===== src/include/sys_defs.svh =====
`ifndef SYS_DEFS_SVH
`define SYS_DEFS_SVH

// machine word width
`define XLEN 32

// entries in the decoded instruction queue, kept a power of two
`define DQ_DEPTH 8

// major opcodes
`define OPC_LUI    7'b0110111
`define OPC_AUIPC  7'b0010111
`define OPC_JAL    7'b1101111
`define OPC_JALR   7'b1100111
`define OPC_BRANCH 7'b1100011
`define OPC_LOAD   7'b0000011
`define OPC_STORE  7'b0100011
`define OPC_OP_IMM 7'b0010011
`define OPC_OP     7'b0110011
`define OPC_SYSTEM 7'b1110011

// whole word patterns for casez, laid out as funct7 rs2 rs1 funct3 rd opcode
`define RV32_LUI    32'b???????_?????_?????_???_?????_0110111
`define RV32_AUIPC  32'b???????_?????_?????_???_?????_0010111
`define RV32_JAL    32'b???????_?????_?????_???_?????_1101111
`define RV32_JALR   32'b???????_?????_?????_000_?????_1100111
`define RV32_BEQ    32'b???????_?????_?????_000_?????_1100011
`define RV32_BNE    32'b???????_?????_?????_001_?????_1100011
`define RV32_BLT    32'b???????_?????_?????_100_?????_1100011
`define RV32_BGE    32'b???????_?????_?????_101_?????_1100011
`define RV32_BLTU   32'b???????_?????_?????_110_?????_1100011
`define RV32_BGEU   32'b???????_?????_?????_111_?????_1100011
`define RV32_LB     32'b???????_?????_?????_000_?????_0000011
`define RV32_LH     32'b???????_?????_?????_001_?????_0000011
`define RV32_LW     32'b???????_?????_?????_010_?????_0000011
`define RV32_LBU    32'b???????_?????_?????_100_?????_0000011
`define RV32_LHU    32'b???????_?????_?????_101_?????_0000011
`define RV32_SB     32'b???????_?????_?????_000_?????_0100011
`define RV32_SH     32'b???????_?????_?????_001_?????_0100011
`define RV32_SW     32'b???????_?????_?????_010_?????_0100011
`define RV32_ADDI   32'b???????_?????_?????_000_?????_0010011
`define RV32_SLTI   32'b???????_?????_?????_010_?????_0010011
`define RV32_SLTIU  32'b???????_?????_?????_011_?????_0010011
`define RV32_XORI   32'b???????_?????_?????_100_?????_0010011
`define RV32_ORI    32'b???????_?????_?????_110_?????_0010011
`define RV32_ANDI   32'b???????_?????_?????_111_?????_0010011
`define RV32_SLLI   32'b0000000_?????_?????_001_?????_0010011
`define RV32_SRLI   32'b0000000_?????_?????_101_?????_0010011
`define RV32_SRAI   32'b0100000_?????_?????_101_?????_0010011
`define RV32_ADD    32'b0000000_?????_?????_000_?????_0110011
`define RV32_SUB    32'b0100000_?????_?????_000_?????_0110011
`define RV32_SLL    32'b0000000_?????_?????_001_?????_0110011
`define RV32_SLT    32'b0000000_?????_?????_010_?????_0110011
`define RV32_SLTU   32'b0000000_?????_?????_011_?????_0110011
`define RV32_XOR    32'b0000000_?????_?????_100_?????_0110011
`define RV32_SRL    32'b0000000_?????_?????_101_?????_0110011
`define RV32_SRA    32'b0100000_?????_?????_101_?????_0110011
`define RV32_OR     32'b0000000_?????_?????_110_?????_0110011
`define RV32_AND    32'b0000000_?????_?????_111_?????_0110011
`define RV32_MUL    32'b0000001_?????_?????_000_?????_0110011
`define RV32_MULH   32'b0000001_?????_?????_001_?????_0110011
`define RV32_MULHSU 32'b0000001_?????_?????_010_?????_0110011
`define RV32_MULHU  32'b0000001_?????_?????_011_?????_0110011
`define RV32_CSRRW  32'b???????_?????_?????_001_?????_1110011
`define RV32_CSRRS  32'b???????_?????_?????_010_?????_1110011
`define RV32_CSRRC  32'b???????_?????_?????_011_?????_1110011
`define RV32_WFI    32'b0001000_00101_00000_000_00000_1110011

`endif

===== src/decode_pkg.sv =====
`include "sys_defs.svh"

package decode_pkg;

	typedef struct packed {
		logic [6:0] funct7;
		logic [4:0] rs2;
		logic [4:0] rs1;
		logic [2:0] funct3;
		logic [4:0] rd;
		logic [6:0] opcode;
	} r_type_t;

	typedef struct packed {
		logic [11:0] imm;
		logic [4:0]  rs1;
		logic [2:0]  funct3;
		logic [4:0]  rd;
		logic [6:0]  opcode;
	} i_type_t;

	// store offset is split around rs2 and rs1
	typedef struct packed {
		logic [6:0] imm_hi;
		logic [4:0] rs2;
		logic [4:0] rs1;
		logic [2:0] funct3;
		logic [4:0] imm_lo;
		logic [6:0] opcode;
	} s_type_t;

	typedef struct packed {
		logic       imm12;
		logic [5:0] imm10_5;
		logic [4:0] rs2;
		logic [4:0] rs1;
		logic [2:0] funct3;
		logic [3:0] imm4_1;
		logic       imm11;
		logic [6:0] opcode;
	} b_type_t;

	typedef struct packed {
		logic [19:0] imm;
		logic [4:0]  rd;
		logic [6:0]  opcode;
	} u_type_t;

	typedef struct packed {
		logic       imm20;
		logic [9:0] imm10_1;
		logic       imm11;
		logic [7:0] imm19_12;
		logic [4:0] rd;
		logic [6:0] opcode;
	} j_type_t;

	// one fetched word, read through whichever format view applies
	typedef union packed {
		r_type_t r;
		i_type_t i;
		s_type_t s;
		b_type_t b;
		u_type_t u;
		j_type_t j;
	} inst_t;

	typedef enum logic [2:0] {
		IMM_NONE,
		IMM_I,
		IMM_S,
		IMM_B,
		IMM_U,
		IMM_J
	} imm_fmt_e;

	typedef enum logic [2:0] {
		FU_ALU,
		FU_BTU,
		FU_LSU,
		FU_MULT,
		FU_SYS
	} fu_e;

	typedef enum logic [4:0] {
		ALU_ADD, ALU_SUB, ALU_SLT, ALU_SLTU, ALU_AND,
		ALU_OR, ALU_XOR, ALU_SLL, ALU_SRL, ALU_SRA,
		BTU_JAL, BTU_JALR, BTU_BEQ, BTU_BNE,
		BTU_BLT, BTU_BGE, BTU_BLTU, BTU_BGEU,
		LSU_LB, LSU_LH, LSU_LW, LSU_LBU,
		LSU_LHU, LSU_SB, LSU_SH, LSU_SW,
		MULT_MUL, MULT_MULH, MULT_MULHSU, MULT_MULHU
	} func_e;

	typedef struct packed {
		logic [4:0] src1;
		logic [4:0] src2;
		logic [4:0] dest;
	} arch_reg_t;

	typedef struct packed {
		logic [`XLEN-1:0] pc;
		arch_reg_t        arch_reg;
		logic [`XLEN-1:0] imm;
		fu_e              fu;
		func_e            func;
		logic             rs1_valid;
		logic             rs2_valid;
		logic             imm_valid;
		logic             pc_valid;
	} decoded_pack_t;

endpackage


===== src/decode_stage.sv =====
`timescale 1ns/1ps
`include "sys_defs.svh"

module decode_stage (
	input  logic                      clock,
	input  logic                      rst_n,
	input  logic                      in_valid,
	input  decode_pkg::inst_t         inst,
	input  logic [`XLEN-1:0]          in_pc,
	input  logic                      flush,
	input  logic                      dispatch_en,
	output logic                      full,
	output logic                      head_valid,
	output decode_pkg::decoded_pack_t head,
	output logic                      csr_op,
	output logic                      halt,
	output logic                      illegal
);

	decode_pkg::decoded_pack_t dec_pack;
	logic dec_ok;
	logic dec_csr;
	logic dec_wfi;
	logic dec_bad;
	logic halted;
	logic accept;
	logic push;
	logic pop;

	decoder u_decoder (
		.in_valid  (in_valid),
		.inst      (inst),
		.in_pc     (in_pc),
		.pack      (dec_pack),
		.decode_ok (dec_ok),
		.csr       (dec_csr),
		.wfi       (dec_wfi),
		.bad       (dec_bad)
	);

	// fetch holds its word until a cycle where all of these allow it
	assign accept = in_valid & ~full & ~halted & ~flush;
	// illegal words are consumed but never queued
	assign push = accept & dec_ok;
	assign pop = dispatch_en & head_valid;

	decode_queue u_queue (
		.clock      (clock),
		.rst_n      (rst_n),
		.flush      (flush),
		.push       (push),
		.push_pack  (dec_pack),
		.pop        (pop),
		.full       (full),
		.head_valid (head_valid),
		.head       (head)
	);

	// status pulses last one cycle after the accepting edge
	always_ff @(posedge clock) begin
		if (!rst_n) begin
			halted <= 1'b0;
			csr_op <= 1'b0;
			halt <= 1'b0;
			illegal <= 1'b0;
		end else begin
			csr_op <= accept & dec_csr;
			halt <= accept & dec_wfi;
			illegal <= accept & dec_bad;
			// stays halted after wfi until the next flush
			if (flush)
				halted <= 1'b0;
			else if (accept & dec_wfi)
				halted <= 1'b1;
		end
	end

endmodule


===== src/decode_queue.sv =====
`timescale 1ns/1ps
`include "sys_defs.svh"

// push is already gated by full and pop by head_valid upstream
module decode_queue (
	input  logic                      clock,
	input  logic                      rst_n,
	input  logic                      flush,
	input  logic                      push,
	input  decode_pkg::decoded_pack_t push_pack,
	input  logic                      pop,
	output logic                      full,
	output logic                      head_valid,
	output decode_pkg::decoded_pack_t head
);

	localparam int PTR_W = $clog2(`DQ_DEPTH);
	localparam int CNT_W = PTR_W + 1;

	decode_pkg::decoded_pack_t entries [`DQ_DEPTH];
	logic [PTR_W-1:0] rd_ptr;
	logic [PTR_W-1:0] wr_ptr;
	logic [CNT_W-1:0] count;

	// pointers wrap on their own since the depth is a power of two
	always_ff @(posedge clock) begin
		if (!rst_n || flush) begin
			rd_ptr <= '0;
			wr_ptr <= '0;
			count <= '0;
		end else begin
			if (push)
				wr_ptr <= wr_ptr + PTR_W'(1);
			if (pop)
				rd_ptr <= rd_ptr + PTR_W'(1);
			case ({push, pop})
				2'b10: count <= count + CNT_W'(1);
				2'b01: count <= count - CNT_W'(1);
				default: ;
			endcase
		end
	end

	always_ff @(posedge clock) begin
		if (push)
			entries[wr_ptr] <= push_pack;
	end

	assign full = (count == CNT_W'(`DQ_DEPTH));
	assign head_valid = (count != '0);
	// oldest entry sits at the read pointer
	assign head = entries[rd_ptr];

endmodule


===== src/decoder.sv =====
`timescale 1ns/1ps
`include "sys_defs.svh"

// purely combinational, the stage decides what gets queued
module decoder (
	input  logic                      in_valid,
	input  decode_pkg::inst_t         inst,
	input  logic [`XLEN-1:0]          in_pc,
	output decode_pkg::decoded_pack_t pack,
	output logic                      decode_ok,
	output logic                      csr,
	output logic                      wfi,
	output logic                      bad
);

	decode_pkg::imm_fmt_e imm_fmt;
	decode_pkg::fu_e      fu;
	decode_pkg::func_e    func;
	logic [`XLEN-1:0]     imm;
	logic                 r_fmt;
	logic                 pc_use;
	logic                 is_csr;
	logic                 is_wfi;
	logic                 unknown;

	imm_gen u_imm_gen (
		.inst    (inst),
		.imm_fmt (imm_fmt),
		.imm     (imm)
	);

	// unit, operand format and pc use follow the major opcode
	always_comb begin
		imm_fmt = decode_pkg::IMM_NONE;
		fu = decode_pkg::FU_ALU;
		r_fmt = 1'b0;
		pc_use = 1'b0;
		case (inst.r.opcode)
			`OPC_LUI: imm_fmt = decode_pkg::IMM_U;
			`OPC_AUIPC: begin
				imm_fmt = decode_pkg::IMM_U;
				pc_use = 1'b1;
			end
			`OPC_JAL: begin
				fu = decode_pkg::FU_BTU;
				imm_fmt = decode_pkg::IMM_J;
				pc_use = 1'b1;
			end
			`OPC_JALR: begin
				fu = decode_pkg::FU_BTU;
				imm_fmt = decode_pkg::IMM_I;
				pc_use = 1'b1;
			end
			`OPC_BRANCH: begin
				fu = decode_pkg::FU_BTU;
				imm_fmt = decode_pkg::IMM_B;
				pc_use = 1'b1;
			end
			`OPC_LOAD: begin
				fu = decode_pkg::FU_LSU;
				imm_fmt = decode_pkg::IMM_I;
			end
			`OPC_STORE: begin
				fu = decode_pkg::FU_LSU;
				imm_fmt = decode_pkg::IMM_S;
			end
			`OPC_OP_IMM: imm_fmt = decode_pkg::IMM_I;
			`OPC_OP: begin
				r_fmt = 1'b1;
				// funct7 bit 0 marks the M extension
				if (inst.r.funct7[0])
					fu = decode_pkg::FU_MULT;
			end
			`OPC_SYSTEM: begin
				fu = decode_pkg::FU_SYS;
				// csr forms carry rs1, rd and the csr address but wfi has no operands
				if (inst.i.funct3 != 3'b000)
					imm_fmt = decode_pkg::IMM_I;
			end
			default: ;
		endcase
	end

	// exact match on the whole word picks the operation and legality
	always_comb begin
		func = decode_pkg::ALU_ADD;
		is_csr = 1'b0;
		is_wfi = 1'b0;
		unknown = 1'b0;
		casez (inst)
			`RV32_LUI, `RV32_AUIPC, `RV32_ADDI, `RV32_ADD:
				func = decode_pkg::ALU_ADD;
			`RV32_SUB: func = decode_pkg::ALU_SUB;
			`RV32_SLTI, `RV32_SLT: func = decode_pkg::ALU_SLT;
			`RV32_SLTIU, `RV32_SLTU: func = decode_pkg::ALU_SLTU;
			`RV32_ANDI, `RV32_AND: func = decode_pkg::ALU_AND;
			`RV32_ORI, `RV32_OR: func = decode_pkg::ALU_OR;
			`RV32_XORI, `RV32_XOR: func = decode_pkg::ALU_XOR;
			`RV32_SLLI, `RV32_SLL: func = decode_pkg::ALU_SLL;
			`RV32_SRLI, `RV32_SRL: func = decode_pkg::ALU_SRL;
			`RV32_SRAI, `RV32_SRA: func = decode_pkg::ALU_SRA;
			`RV32_JAL: func = decode_pkg::BTU_JAL;
			`RV32_JALR: func = decode_pkg::BTU_JALR;
			`RV32_BEQ: func = decode_pkg::BTU_BEQ;
			`RV32_BNE: func = decode_pkg::BTU_BNE;
			`RV32_BLT: func = decode_pkg::BTU_BLT;
			`RV32_BGE: func = decode_pkg::BTU_BGE;
			`RV32_BLTU: func = decode_pkg::BTU_BLTU;
			`RV32_BGEU: func = decode_pkg::BTU_BGEU;
			`RV32_LB: func = decode_pkg::LSU_LB;
			`RV32_LH: func = decode_pkg::LSU_LH;
			`RV32_LW: func = decode_pkg::LSU_LW;
			`RV32_LBU: func = decode_pkg::LSU_LBU;
			`RV32_LHU: func = decode_pkg::LSU_LHU;
			`RV32_SB: func = decode_pkg::LSU_SB;
			`RV32_SH: func = decode_pkg::LSU_SH;
			`RV32_SW: func = decode_pkg::LSU_SW;
			`RV32_MUL: func = decode_pkg::MULT_MUL;
			`RV32_MULH: func = decode_pkg::MULT_MULH;
			`RV32_MULHSU: func = decode_pkg::MULT_MULHSU;
			`RV32_MULHU: func = decode_pkg::MULT_MULHU;
			`RV32_CSRRW, `RV32_CSRRS, `RV32_CSRRC: is_csr = 1'b1;
			`RV32_WFI: is_wfi = 1'b1;
			// divides fall through to here as well
			default: unknown = 1'b1;
		endcase
	end

	// register fields and valid flags come from the operand format
	always_comb begin
		pack = '0;
		pack.pc = in_pc;
		pack.imm = imm;
		pack.fu = fu;
		pack.func = func;
		pack.imm_valid = (imm_fmt != decode_pkg::IMM_NONE);
		pack.pc_valid = pc_use;
		if (r_fmt) begin
			pack.arch_reg.src1 = inst.r.rs1;
			pack.arch_reg.src2 = inst.r.rs2;
			pack.arch_reg.dest = inst.r.rd;
			pack.rs1_valid = 1'b1;
			pack.rs2_valid = 1'b1;
		end else begin
			case (imm_fmt)
				decode_pkg::IMM_I: begin
					pack.arch_reg.src1 = inst.i.rs1;
					pack.arch_reg.dest = inst.i.rd;
					pack.rs1_valid = 1'b1;
				end
				decode_pkg::IMM_S: begin
					pack.arch_reg.src1 = inst.s.rs1;
					pack.arch_reg.src2 = inst.s.rs2;
					pack.rs1_valid = 1'b1;
					pack.rs2_valid = 1'b1;
				end
				decode_pkg::IMM_B: begin
					pack.arch_reg.src1 = inst.b.rs1;
					pack.arch_reg.src2 = inst.b.rs2;
					pack.rs1_valid = 1'b1;
					pack.rs2_valid = 1'b1;
				end
				decode_pkg::IMM_U: pack.arch_reg.dest = inst.u.rd;
				decode_pkg::IMM_J: pack.arch_reg.dest = inst.j.rd;
				default: ;
			endcase
		end
	end

	assign bad = in_valid & unknown;
	assign csr = in_valid & is_csr;
	assign wfi = in_valid & is_wfi;
	assign decode_ok = in_valid & ~bad;

endmodule


===== src/imm_gen.sv =====
`timescale 1ns/1ps
`include "sys_defs.svh"

module imm_gen (
	input  decode_pkg::inst_t    inst,
	input  decode_pkg::imm_fmt_e imm_fmt,
	output logic [`XLEN-1:0]     imm
);

	always_comb begin
		case (imm_fmt)
			decode_pkg::IMM_I:
				imm = {{(`XLEN-12){inst.i.imm[11]}}, inst.i.imm};
			decode_pkg::IMM_S:
				imm = {{(`XLEN-12){inst.s.imm_hi[6]}}, inst.s.imm_hi, inst.s.imm_lo};
			// branch offsets are even so bit 0 is implied
			decode_pkg::IMM_B:
				imm = {
					{(`XLEN-12){inst.b.imm12}},
					inst.b.imm11,
					inst.b.imm10_5,
					inst.b.imm4_1,
					1'b0
				};
			// upper immediate fills 31:12 and leaves the low bits clear
			decode_pkg::IMM_U:
				imm = {inst.u.imm, 12'b0};
			decode_pkg::IMM_J:
				imm = {
					{(`XLEN-20){inst.j.imm20}},
					inst.j.imm19_12,
					inst.j.imm11,
					inst.j.imm10_1,
					1'b0
				};
			default:
				imm = '0;
		endcase
	end

endmodule


===== config.mk =====
export PLATFORM = sky130hd
export DESIGN_NAME = decode_stage
export DESIGN_NICKNAME = d
export VERILOG_FILES = /design/src/decode_pkg.sv /design/src/decode_stage.sv /design/src/decode_queue.sv /design/src/decoder.sv /design/src/imm_gen.sv
export VERILOG_INCLUDE_DIRS = /design/src /design/src/include
export SDC_FILE = /design/constraint.sdc
export NUM_CORES = 1
export LEC_CHECK = 0
export ABC_AREA = 1
export BUFFER_PORTS_ARGS = -buffer_cell sky130_fd_sc_hd__clkbuf_2
export CORE_ASPECT_RATIO = 0.7
export CORE_MARGIN = 2
export CORE_UTILIZATION = 40
export DETAILED_ROUTE_END_ITERATION = 8
export HOLD_SLACK_MARGIN = 0.03
export PLACE_DENSITY_LB_ADDON = 0.1
export SLEW_MARGIN = 20
export SYNTH_ARGS = -nofsm -noshare
export SYNTH_HDL_FRONTEND = slang
export SYNTH_SLANG_ARGS = --single-unit

===== constraint.sdc =====
create_clock -name clock -period 5.9 [get_ports clock]
set_clock_uncertainty 0.15 [all_clocks]
set_input_delay 0.295 -clock clock [delete_from_list [all_inputs] [get_ports clock]]
set_output_delay 0.295 -clock clock [all_outputs]
set_load 0.03 [all_outputs]

Word level (Yosys, flattened, before mapping)
Memory sizes are Yosys's and may differ from the RTL's. A register that Yosys moved wholly into a read port is not among the register bits.
Index checks and enable logic that the tools add are counted.
Widths: inputs -> output; s select.
- register bits: 14
- memory bits (writable): 728
- input port bits: 69
- output and inout bits: 96
- memories: 1
- memories (name ; words ; bits a word ; read ports ; clocked after Yosys merged registers in ; wr ports ; line ; text):
    u_queue.entries ; 8 ; 91 ; 1 ; 1 ; 1 ; decode_queue.sv:20 ; decode_pkg::decoded_pack_t entries [`DQ_DEPTH];
- add/subtract/negate cells: 4
- eq/ne operators: 60
- mux-type cells: 23
- bitwise gates (word level): 17
- reduce and logical (&&, ||, !) cells: 25
- operators by type and width (operator ; count):
    $pmux 32 s5 ; 1
    $pmux 5 s29 ; 1
    $eq 10x10->1 const B ; 9
    $eq 17x10->1 const B ; 5
    $eq 17x11->1 const B ; 4
    $eq 10x9->1 const B ; 6
    $eq 17x16->1 const B ; 3
    $reduce_or 45->1 ; 1
    $eq 10x8->1 const B ; 4
    $eq 17x8->1 const B ; 2
    $eq 17x9->1 const B ; 2
    $eq 32x29->1 const B ; 1
    $eq 7x7->1 const B ; 4
    $reduce_or 2->1 ; 12
    $eq 7x6->1 const B ; 3
    $eq 10x7->1 const B ; 2
    $pmux 3 s6 ; 1
    $eq 17x6->1 const B ; 1
    $mux 15 ; 1
    $mux 5 ; 3
    $reduce_or 3->1 ; 5
    $eq 7x5->1 const B ; 2
    $and 1x1->1 ; 12
    $pmux 3 s4 ; 1
    other kinds (24) ; 43

Depth between registers and ports, before layout
Gate-level depths: netlist of the first run.
- depth in word-level cells: 9
- mapped depth: 23

Modules after synthesis
A second synthesis of the first run with hierarchy kept.
- cells, all modules: 2519
- area, all modules: 30855.8 µm²
- modules (own cells, without submodules) (module ; times used ; cells an instance ; area each (µm²) ; seq. area each (µm²)):
    decode_queue ; 1 ; 2132 ; 28890.2 ; 22121.2
    decoder ; 1 ; 273 ; 1353.8 ; 0.0
    imm_gen ; 1 ; 92 ; 455.4 ; 0.0
    decode_stage ; 1 ; 22 ; 156.4 ; 80.1

Least setup slack after synthesis of the first run
OpenSTA, ideal clock, no wires.
- path kind: input to register
- from: input port inst[1] (netlist name)
- to: memory u_queue.entries[0][0] (netlist name), enable pin
- setup time: 0.541 ns
- arrival: 5.213 ns
- required time: 5.209 ns
- path slack: -0.005 ns
- stages on the path: 10
- cells stage by stage: nand2_1 > inv_1 > nand2_2 > nor3_2 > nand3_1 > nand2_1 > nor2_1 > nand3_4 > nand3b_2 > nor2_1
- word-level cells in the longest chain between the ends: 9
- RTL lines (element ; line ; text):
    from (decl) ; decode_stage.sv:8 ; input decode_pkg::inst_t inst,
    $eq 32x29->1 (tied with other cells) ; decoder.sv:90 ; casez (inst)
    $reduce_or 45->1 (no line) (*) ; n/a ;
    $mux 1 (*) ; decoder.sv:90 ;
    $and 1x1->1 (*) ; decoder.sv:170 ; assign bad = in_valid & unknown;
    $not 1->1 (*) ; decoder.sv:173 ; assign decode_ok = in_valid & ~bad;
    $and 1x1->1 (*) ; decoder.sv:173 ;
    $and 1x1->1 (*) ; decode_stage.sv:44 ; assign push = accept & dec_ok;
    $mux 1 (*) ; decode_queue.sv:45 ; if (push)
    $mux 1 (implied by the code) (*) ; decode_queue.sv:46 ; entries[wr_ptr] <= push_pack;
    to (decl) ; decode_queue.sv:20 ;
Mark *: on every way between the ends. The rest lies on a longest branch, timed or not.

==> results.yml, run 1 <==
outcome:
  status: "completed"
detailed_routing:
  vias_per_cell: 5.440
  drc: 0
  post_drt_wl_per_cell_um: 23.31
  wirelength_mm: 85.24
  firstDrtPassIters: 5
  drt_iter0_drc: 1714
  ant_nets: 0
  vias: 19895
place:
  place_congestion: 0.8795
  place.detailed.hpwl_mm: 49.83
  portBuffers: 164
  pre_cts_slack_ps: 1736
synthesis:
  ys_seq_elements: 745
  yosys.area.top_type_share_pct: 73.17
  syn_inst: 2453
  syn_nets: 2528
  ys_types: 34
  synth_area_per_cell_um2: 12.18
  syn-cell-area_um2: 29880
  synth-warning-count: 0
  synth-seq-area-share_pct: 74.31
  async_flop_share_pct: 0
  synth_ff_type: "edfxtp_1"
  synthTopCellsByArea: "edfxtp_1, nor2_1, o21ai_0"
  synth_edf_count: 728
  yosysTopAreaCell: "edfxtp_1"
setup_path:
  rr_worst_depth: 7
  crit_arrival_ps: 3950
  r2r_start: "u_queue.count[1]"
  cp-end-kind: "output pin"
  worstSetupPathType: "reg2out"
  crit_path_start_kind: "register"
  crit_path_top_delay_cell: "buf_4"
  cp_cell_sequence: "buf_4 -> o21ai_0 -> o22ai_1 -> nor2_1 -> a31oi_1 -> clkbuf_2"
  r2r_end: "u_queue.entries[3][80]"
  critPathMaxFanout: 92
  required_ps: 5450
  r2r_slack_ps: 2730
  crit_path_max_incr_delay_ps: 880
grt:
  antenna_found_initial: 2
  busiest_layer: "met1"
  grt.overflow.total: 0
  grt.total_usage_pct: 22.09
  gr-usage-met2_pct: 31.84
  grt_pass1_wl_mm: 125.0
  grt_pass1_vias: 19024
  grtUsageMet1_pct: 33.12
  met3_usage_pct: 5.703
  grt_max_degree: 182
sta:
  hold_violations: 0
  min_period_ps: 4391
  hold_slack_ps: 86.73
  finalSetupTns_ps: 0
  rsz0062_at_grt: "no"
  max_freq_mhz: 227.7
  slew_viol_final: 0
  setup_ws_ps: 1509
  worstMarginPinSlew_ps: 1176
  finalCritPeriodShare_pct: 74.42
  setup_viol: 0
  maxSlewHeadroom_pct: 21.60
clock_network:
  tritoncts: "built"
  clk_latency_ps: 620
  path_clk_slew_ps: 60
  cts.repair.resized: 0
  root_buffer: "clkbuf_16"
  clk_path_buf_depth: 3
  clkSinkCount: 745
  htree_levels: 3
  postCtsSetupRepairBufs: 0
  numCtsBuffers: 74
  cts_hold_buf: 41
hold_path:
  holdCritPathClass: "in2reg"
  hp-start: "inst[18]"
  whs_endpoint: "u_queue.entries[0][30]"
  hold_path_depth: 3
finish:
  register_area_um2: 22210
  synthToLayoutAreaGrowth_pct: 15.66
  multiInputGateArea_um2: 6877
  layout.nets: 2700
  layout-drive-gt1-share_pct: 12.66
  n_fill_cell: 6660
power_and_ir_drop:
  p_leak_uw: 0.01192
  peakVddDrop_mv: 0.1628
  powerDensity_nw_per_um2: 306.6
  power_uw: 10590
die:
  initial_core_util_pct: 40.58
  die_y_um: 232.7
  ios: 165
  die_w_um: 330.7
  num_rows: 83
  dieArea_um2: 76930
  core_area_um2: 73630
run:
  drv_cap: 0
==> through the flow <==
stage / cell area [µm²] / util (%) / cells
3_5_place_dp: 31810 / 43.20 / 3484
4_1_cts: 34530 / 46.89 / 3654
3_3_place_gp: 31810 / 43.20 / 3484
2_1_floorplan: 29880 / - / 2453
6_report: 34560 / 46.93 / 3657
5_1_grt: 34550 / 46.93 / 3655
==> kinds of logic after synthesis <==
logic type / share of synthesized area [%]
compound gates: 10.98
xor+xnor: 0.02932
fa+ha+maj: 0.2764
buf+inv: 2.885
flops: 74.31
simple gates: 11.52
==> cell usage after synthesis (all sizes together), types with 4 or more instances <==
master and number:
nor2 729, nand3 24, o21ai 394, inv 79
a21oi 14, nand2 98, o22ai 97, clkbuf 121
buf 23, dfxtp 17, edfxtp 728, a31oi 91
nand4 12, ha 5, nor3 8, o211ai 4
==> state kept, by name, summed over array words and instances, names as in the netlist, named ones only <==
name / cells
u_queue.rd_ptr: 3
halted: 1
csr_op: 1
halt: 1
u_queue.count: 4
u_queue.wr_ptr: 3
illegal: 1
u_queue.entries: 728
==> where the power goes <==
| group | total, µW | internal (µW) | switching [µW] | leakage, µW |
|---|---|---|---|---|
| Combinational | 249 | 64.6 | 184 | 0.00396 |
| Clock | 4570 | 2580 | 1990 | 0.00112 |
| Sequential | 5780 | 5770 | 2.24 | 0.00684 |
| Total | 10600 | 8420 | 2170 | 0.0119 |
==> cells in the final DEF (no fill, tap or decap), types with 9 or more instances in the layout <==
cell type	count
nor2_4	10
clkinv_1	13
clkbuf_16	77
clkinv_2	9
nor2_1	713
nand3_1	21
buf_4	24
inv_1	67
clkbuf_2	164
dlygate4sd3_1	41
clkbuf_1	18
a21oi_1	14
o21ai_1	10
buf_12	10
inv_2	9
dfxtp_1	15
o22ai_1	97
edfxtp_1	728
o21ai_0	384
nand2_1	94
a31oi_1	91
nand4_1	11
==> final cells by class <==
type,instances,area share [%]
Inverter,79,0.9088
Sequential cell,745,64.27
Clock buffer,96,5.811
Tap cell,977,3.537
Timing Repair Buffer,240,4.696
Clock inverter,33,0.8653
Antenna cell,2,0.01448
Multi-Input combinational cell,1485,19.90
==> how the worst max path moves through the flow <==
stage / start / endpoint / slack (ps) / cells past startpoint
2_1_floorplan: inst[1] / u_queue.entries[0][0] / -5 / 10
3_3_place_gp: inst[28] / u_queue.entries[5][3] / 1850 / 13
3_5_place_dp: inst[27] / u_queue.entries[5][68] / 1740 / 11
4_1_cts: register / head[89] / 1630 / 6
5_1_grt: register / head[22] / 1320 / 6
6_report: register / head[22] / 1510 / 6
==> layer usage <==
| layer | share of wire (%) | up-vias |
|---|---|---|
| met1 | 48 | 9910 |
| met4 | 2.3 | 4 |
| met2 | 43 | 662 |
| met5 | 0.031 | - |
| met3 | 7.7 | 123 |
| li1 | - | 9196 |
==> worst max-delay path: cells and delay by family, from the launching register on <==
kind / cells / cell delay [ps]
buffers and inverters: 2 / 1230
AOI/OAI and AO/OA: 3 / 1120
DFF: 1 / 780
and+or+nand+nor: 1 / 60
Power figures use the tool's default switching activity.
==> run 2, diff against run 1 <==
ABC_AREA = 0   (was 1)
clock period = 3.7 ns   (was 5.9 ns; I/O delays follow)
==> run 2 against run 1 <==
Effect of this change: worst hold slack gained 4.0 ps; critical endpoint is now u_queue.count[3]; combinational power increased by 37%; non-clock buffer count is 69 higher; global-route usage fell by 3.4 points.
==> results.yml, run 2 <==
sta:
  min_period_ps: 3473
  setup_viol: 0
  slew_viol_final: 0
  max_freq_mhz: 287.9
  hold_slack_ps: 90.72
  finalCritPeriodShare_pct: 93.87
  maxSlewHeadroom_pct: 45.14
  rsz0062_at_grt: "no"
  worstMarginPinSlew_ps: 814.4
  hold_violations: 0
detailed_routing:
  vias: 14809
  drc: 0
  firstDrtPassIters: 5
  ant_nets: 0
  post_drt_wl_per_cell_um: 25.62
  wirelength_mm: 69.89
  vias_per_cell: 5.429
  drt_iter0_drc: 1372
synthesis:
  syn_nets: 1454
  ys_types: 68
  synth-warning-count: 0
  synthTopCellsByCount: "edfxtp_1, mux4_2, mux2_2"
  syn_inst: 1379
  synth-seq-area-share_pct: 75.34
  ys_seq_elements: 745
  yosys.area.top_type_share_pct: 74.19
  synthTopCellsByArea: "edfxtp_1, mux4_2, mux2_2"
  synth_most_common_cell: "edfxtp_1"
  syn-cell-area_um2: 29470
  yosysTopAreaCell: "edfxtp_1"
  synth_area_per_cell_um2: 21.37
  synth_ff_type: "edfxtp_1"
  async_flop_share_pct: 0
  synth_edf_count: 728
clock_network:
  clkSinkCount: 745
  clk_latency_ps: 610
  cts.repair.resized: 0
  clk_path_buf_depth: 3
  path_clk_slew_ps: 60
  root_buffer: "clkbuf_16"
  tritoncts: "built"
  postCtsSetupRepairBufs: 0
  numCtsBuffers: 76
  htree_levels: 3
grt:
  grt_pass1_wl_mm: 103.2
  grt.total_usage_pct: 18.69
  grt.overflow.total: 0
  grt_max_degree: 79
  antenna_found_initial: 1
  grt_pass1_vias: 15405
power_and_ir_drop:
  peakVddDrop_mv: 0.3568
  powerDensity_nw_per_um2: 476.1
  p_leak_uw: 0.01169
die:
  initial_core_util_pct: 40.30
  core_area_um2: 73110
  die_w_um: 328.4
  num_rows: 83
  dieArea_um2: 75890
  die_y_um: 231.1
  ios: 165
setup_path:
  critPathMaxFanout: 5
  worstSetupPathType: "in2reg"
  cp-end-kind: "register"
  crit_path_start_kind: "input port"
  required_ps: 4080
  crit_arrival_ps: 3860
finish:
  reg_top3: "u_queue.entries (728), u_queue.count (4)"
  multiInputGateArea_um2: 7093
  top_register: "u_queue.entries"
  final_common_cell: "edfxtp_1"
  final_cell_mix: "edfxtp_1, mux4_2, clkbuf_2, mux2_2, clkbuf_16"
  synthToLayoutAreaGrowth_pct: 20.08
  post-route-util_pct: 48.40
  register_area_um2: 22210
  layout-drive-gt1-share_pct: 37.81
  diodes: 0
  n_fill_cell: 6087
  layout.nets: 1771
  largest_reg_flops: 728
outcome:
  status: "completed"
place:
  portBuffers: 164
  place_congestion: 0.8620
  place.detailed.hpwl_mm: 41.69
hold_path:
  holdCritPathClass: "in2reg"
run:
  drv_cap: 0
run 2: changes by cell type after synthesis, moves of 56 or more:
cell / change
clkbuf_1: -86
o21ai_0: -372
nor2_1: -691
o22ai_1: -96
inv_1: -57
mux2_2: +91
a31oi_1: -88
mux4_2: +182
nand2_1: -56
run 2: final cells by class:
cell class | instances | share of cell area (%)
clock buffer | 97 | 5.803
clock inverter | 36 | 0.8027
inverter | 13 | 0.1379
multi-input combinational | 551 | 20.05
sequential | 745 | 62.78
tap | 977 | 3.455
timing repair buffer | 309 | 6.980
run 2: logic make-up after synthesis:
group / Yosys count / synth area share [%]
AOI/OAI and AO/OA: 89 / 2.106
xor gates and xnor gates: 6 / 0.1783
buffers and inverters: 83 / 1.159
and+or+nand+nor: 177 / 3.546
muxes: 273 / 17.39
DFF: 745 / 75.34
adders and majority gates: 6 / 0.2802
run 2: report_power, final:
part	switching [µW]	leakage (µW)	internal, µW
clock network	3110	0.00113	4190
registers	1.65	0.00687	9210
logic	218	0.00369	123
run 2: layer usage:
layer / wire [µm] / GRT usage (%)
met5: 0 / 0
met4: 1512 / 4.937
met3: 3679 / 3.466
met2: 32520 / 29.33
met1: 32170 / 27.02
run 2: worst paths after layout:
kind	start	to	slack, ps	depth (start not counted)
min reg2reg	u_queue.rd_ptr[1]	register	330	2
max reg2reg	u_queue.count[1]	csr_op	670	6
min	inst[27]	u_queue.entries[6][39]	90	2
max	inst[26]	u_queue.count[3]	230	15
run 2: critical path, stage by stage:
cell,delay [ps]
dlygate4sd3_1,530
clkbuf_2,180
nor4_4,310
buf_4,230
nand4_2,160
o32ai_1,500
or4b_4,270
o31ai_4,90
ha_1,250
ha_1,270
a21o_1,180
a21oi_1,170
xnor2_1,90
or3_1,300
a21oi_1,140
run 2: what timing repair did:
item | 4_1_cts | 5_1_grt
hold buffers | 54 | 0
hold endpoints to repair | 403 | 0
endpoints found under the setup margin | 0 | 0
run 2: through the flow:
stage	setup WS, ps	instance area (µm²)	TNS [ps]	cells	power [µW]
detailed placement	188.2	32510	0	2541	9687
floorplan	-1402	29660	-835280	1379	9522
CTS	314.3	35380	0	2728	17060
finish	226.7	35380	0	2728	16850
global placement	189.6	32510	0	2541	9679
global route	62.97	35380	0	2728	17390
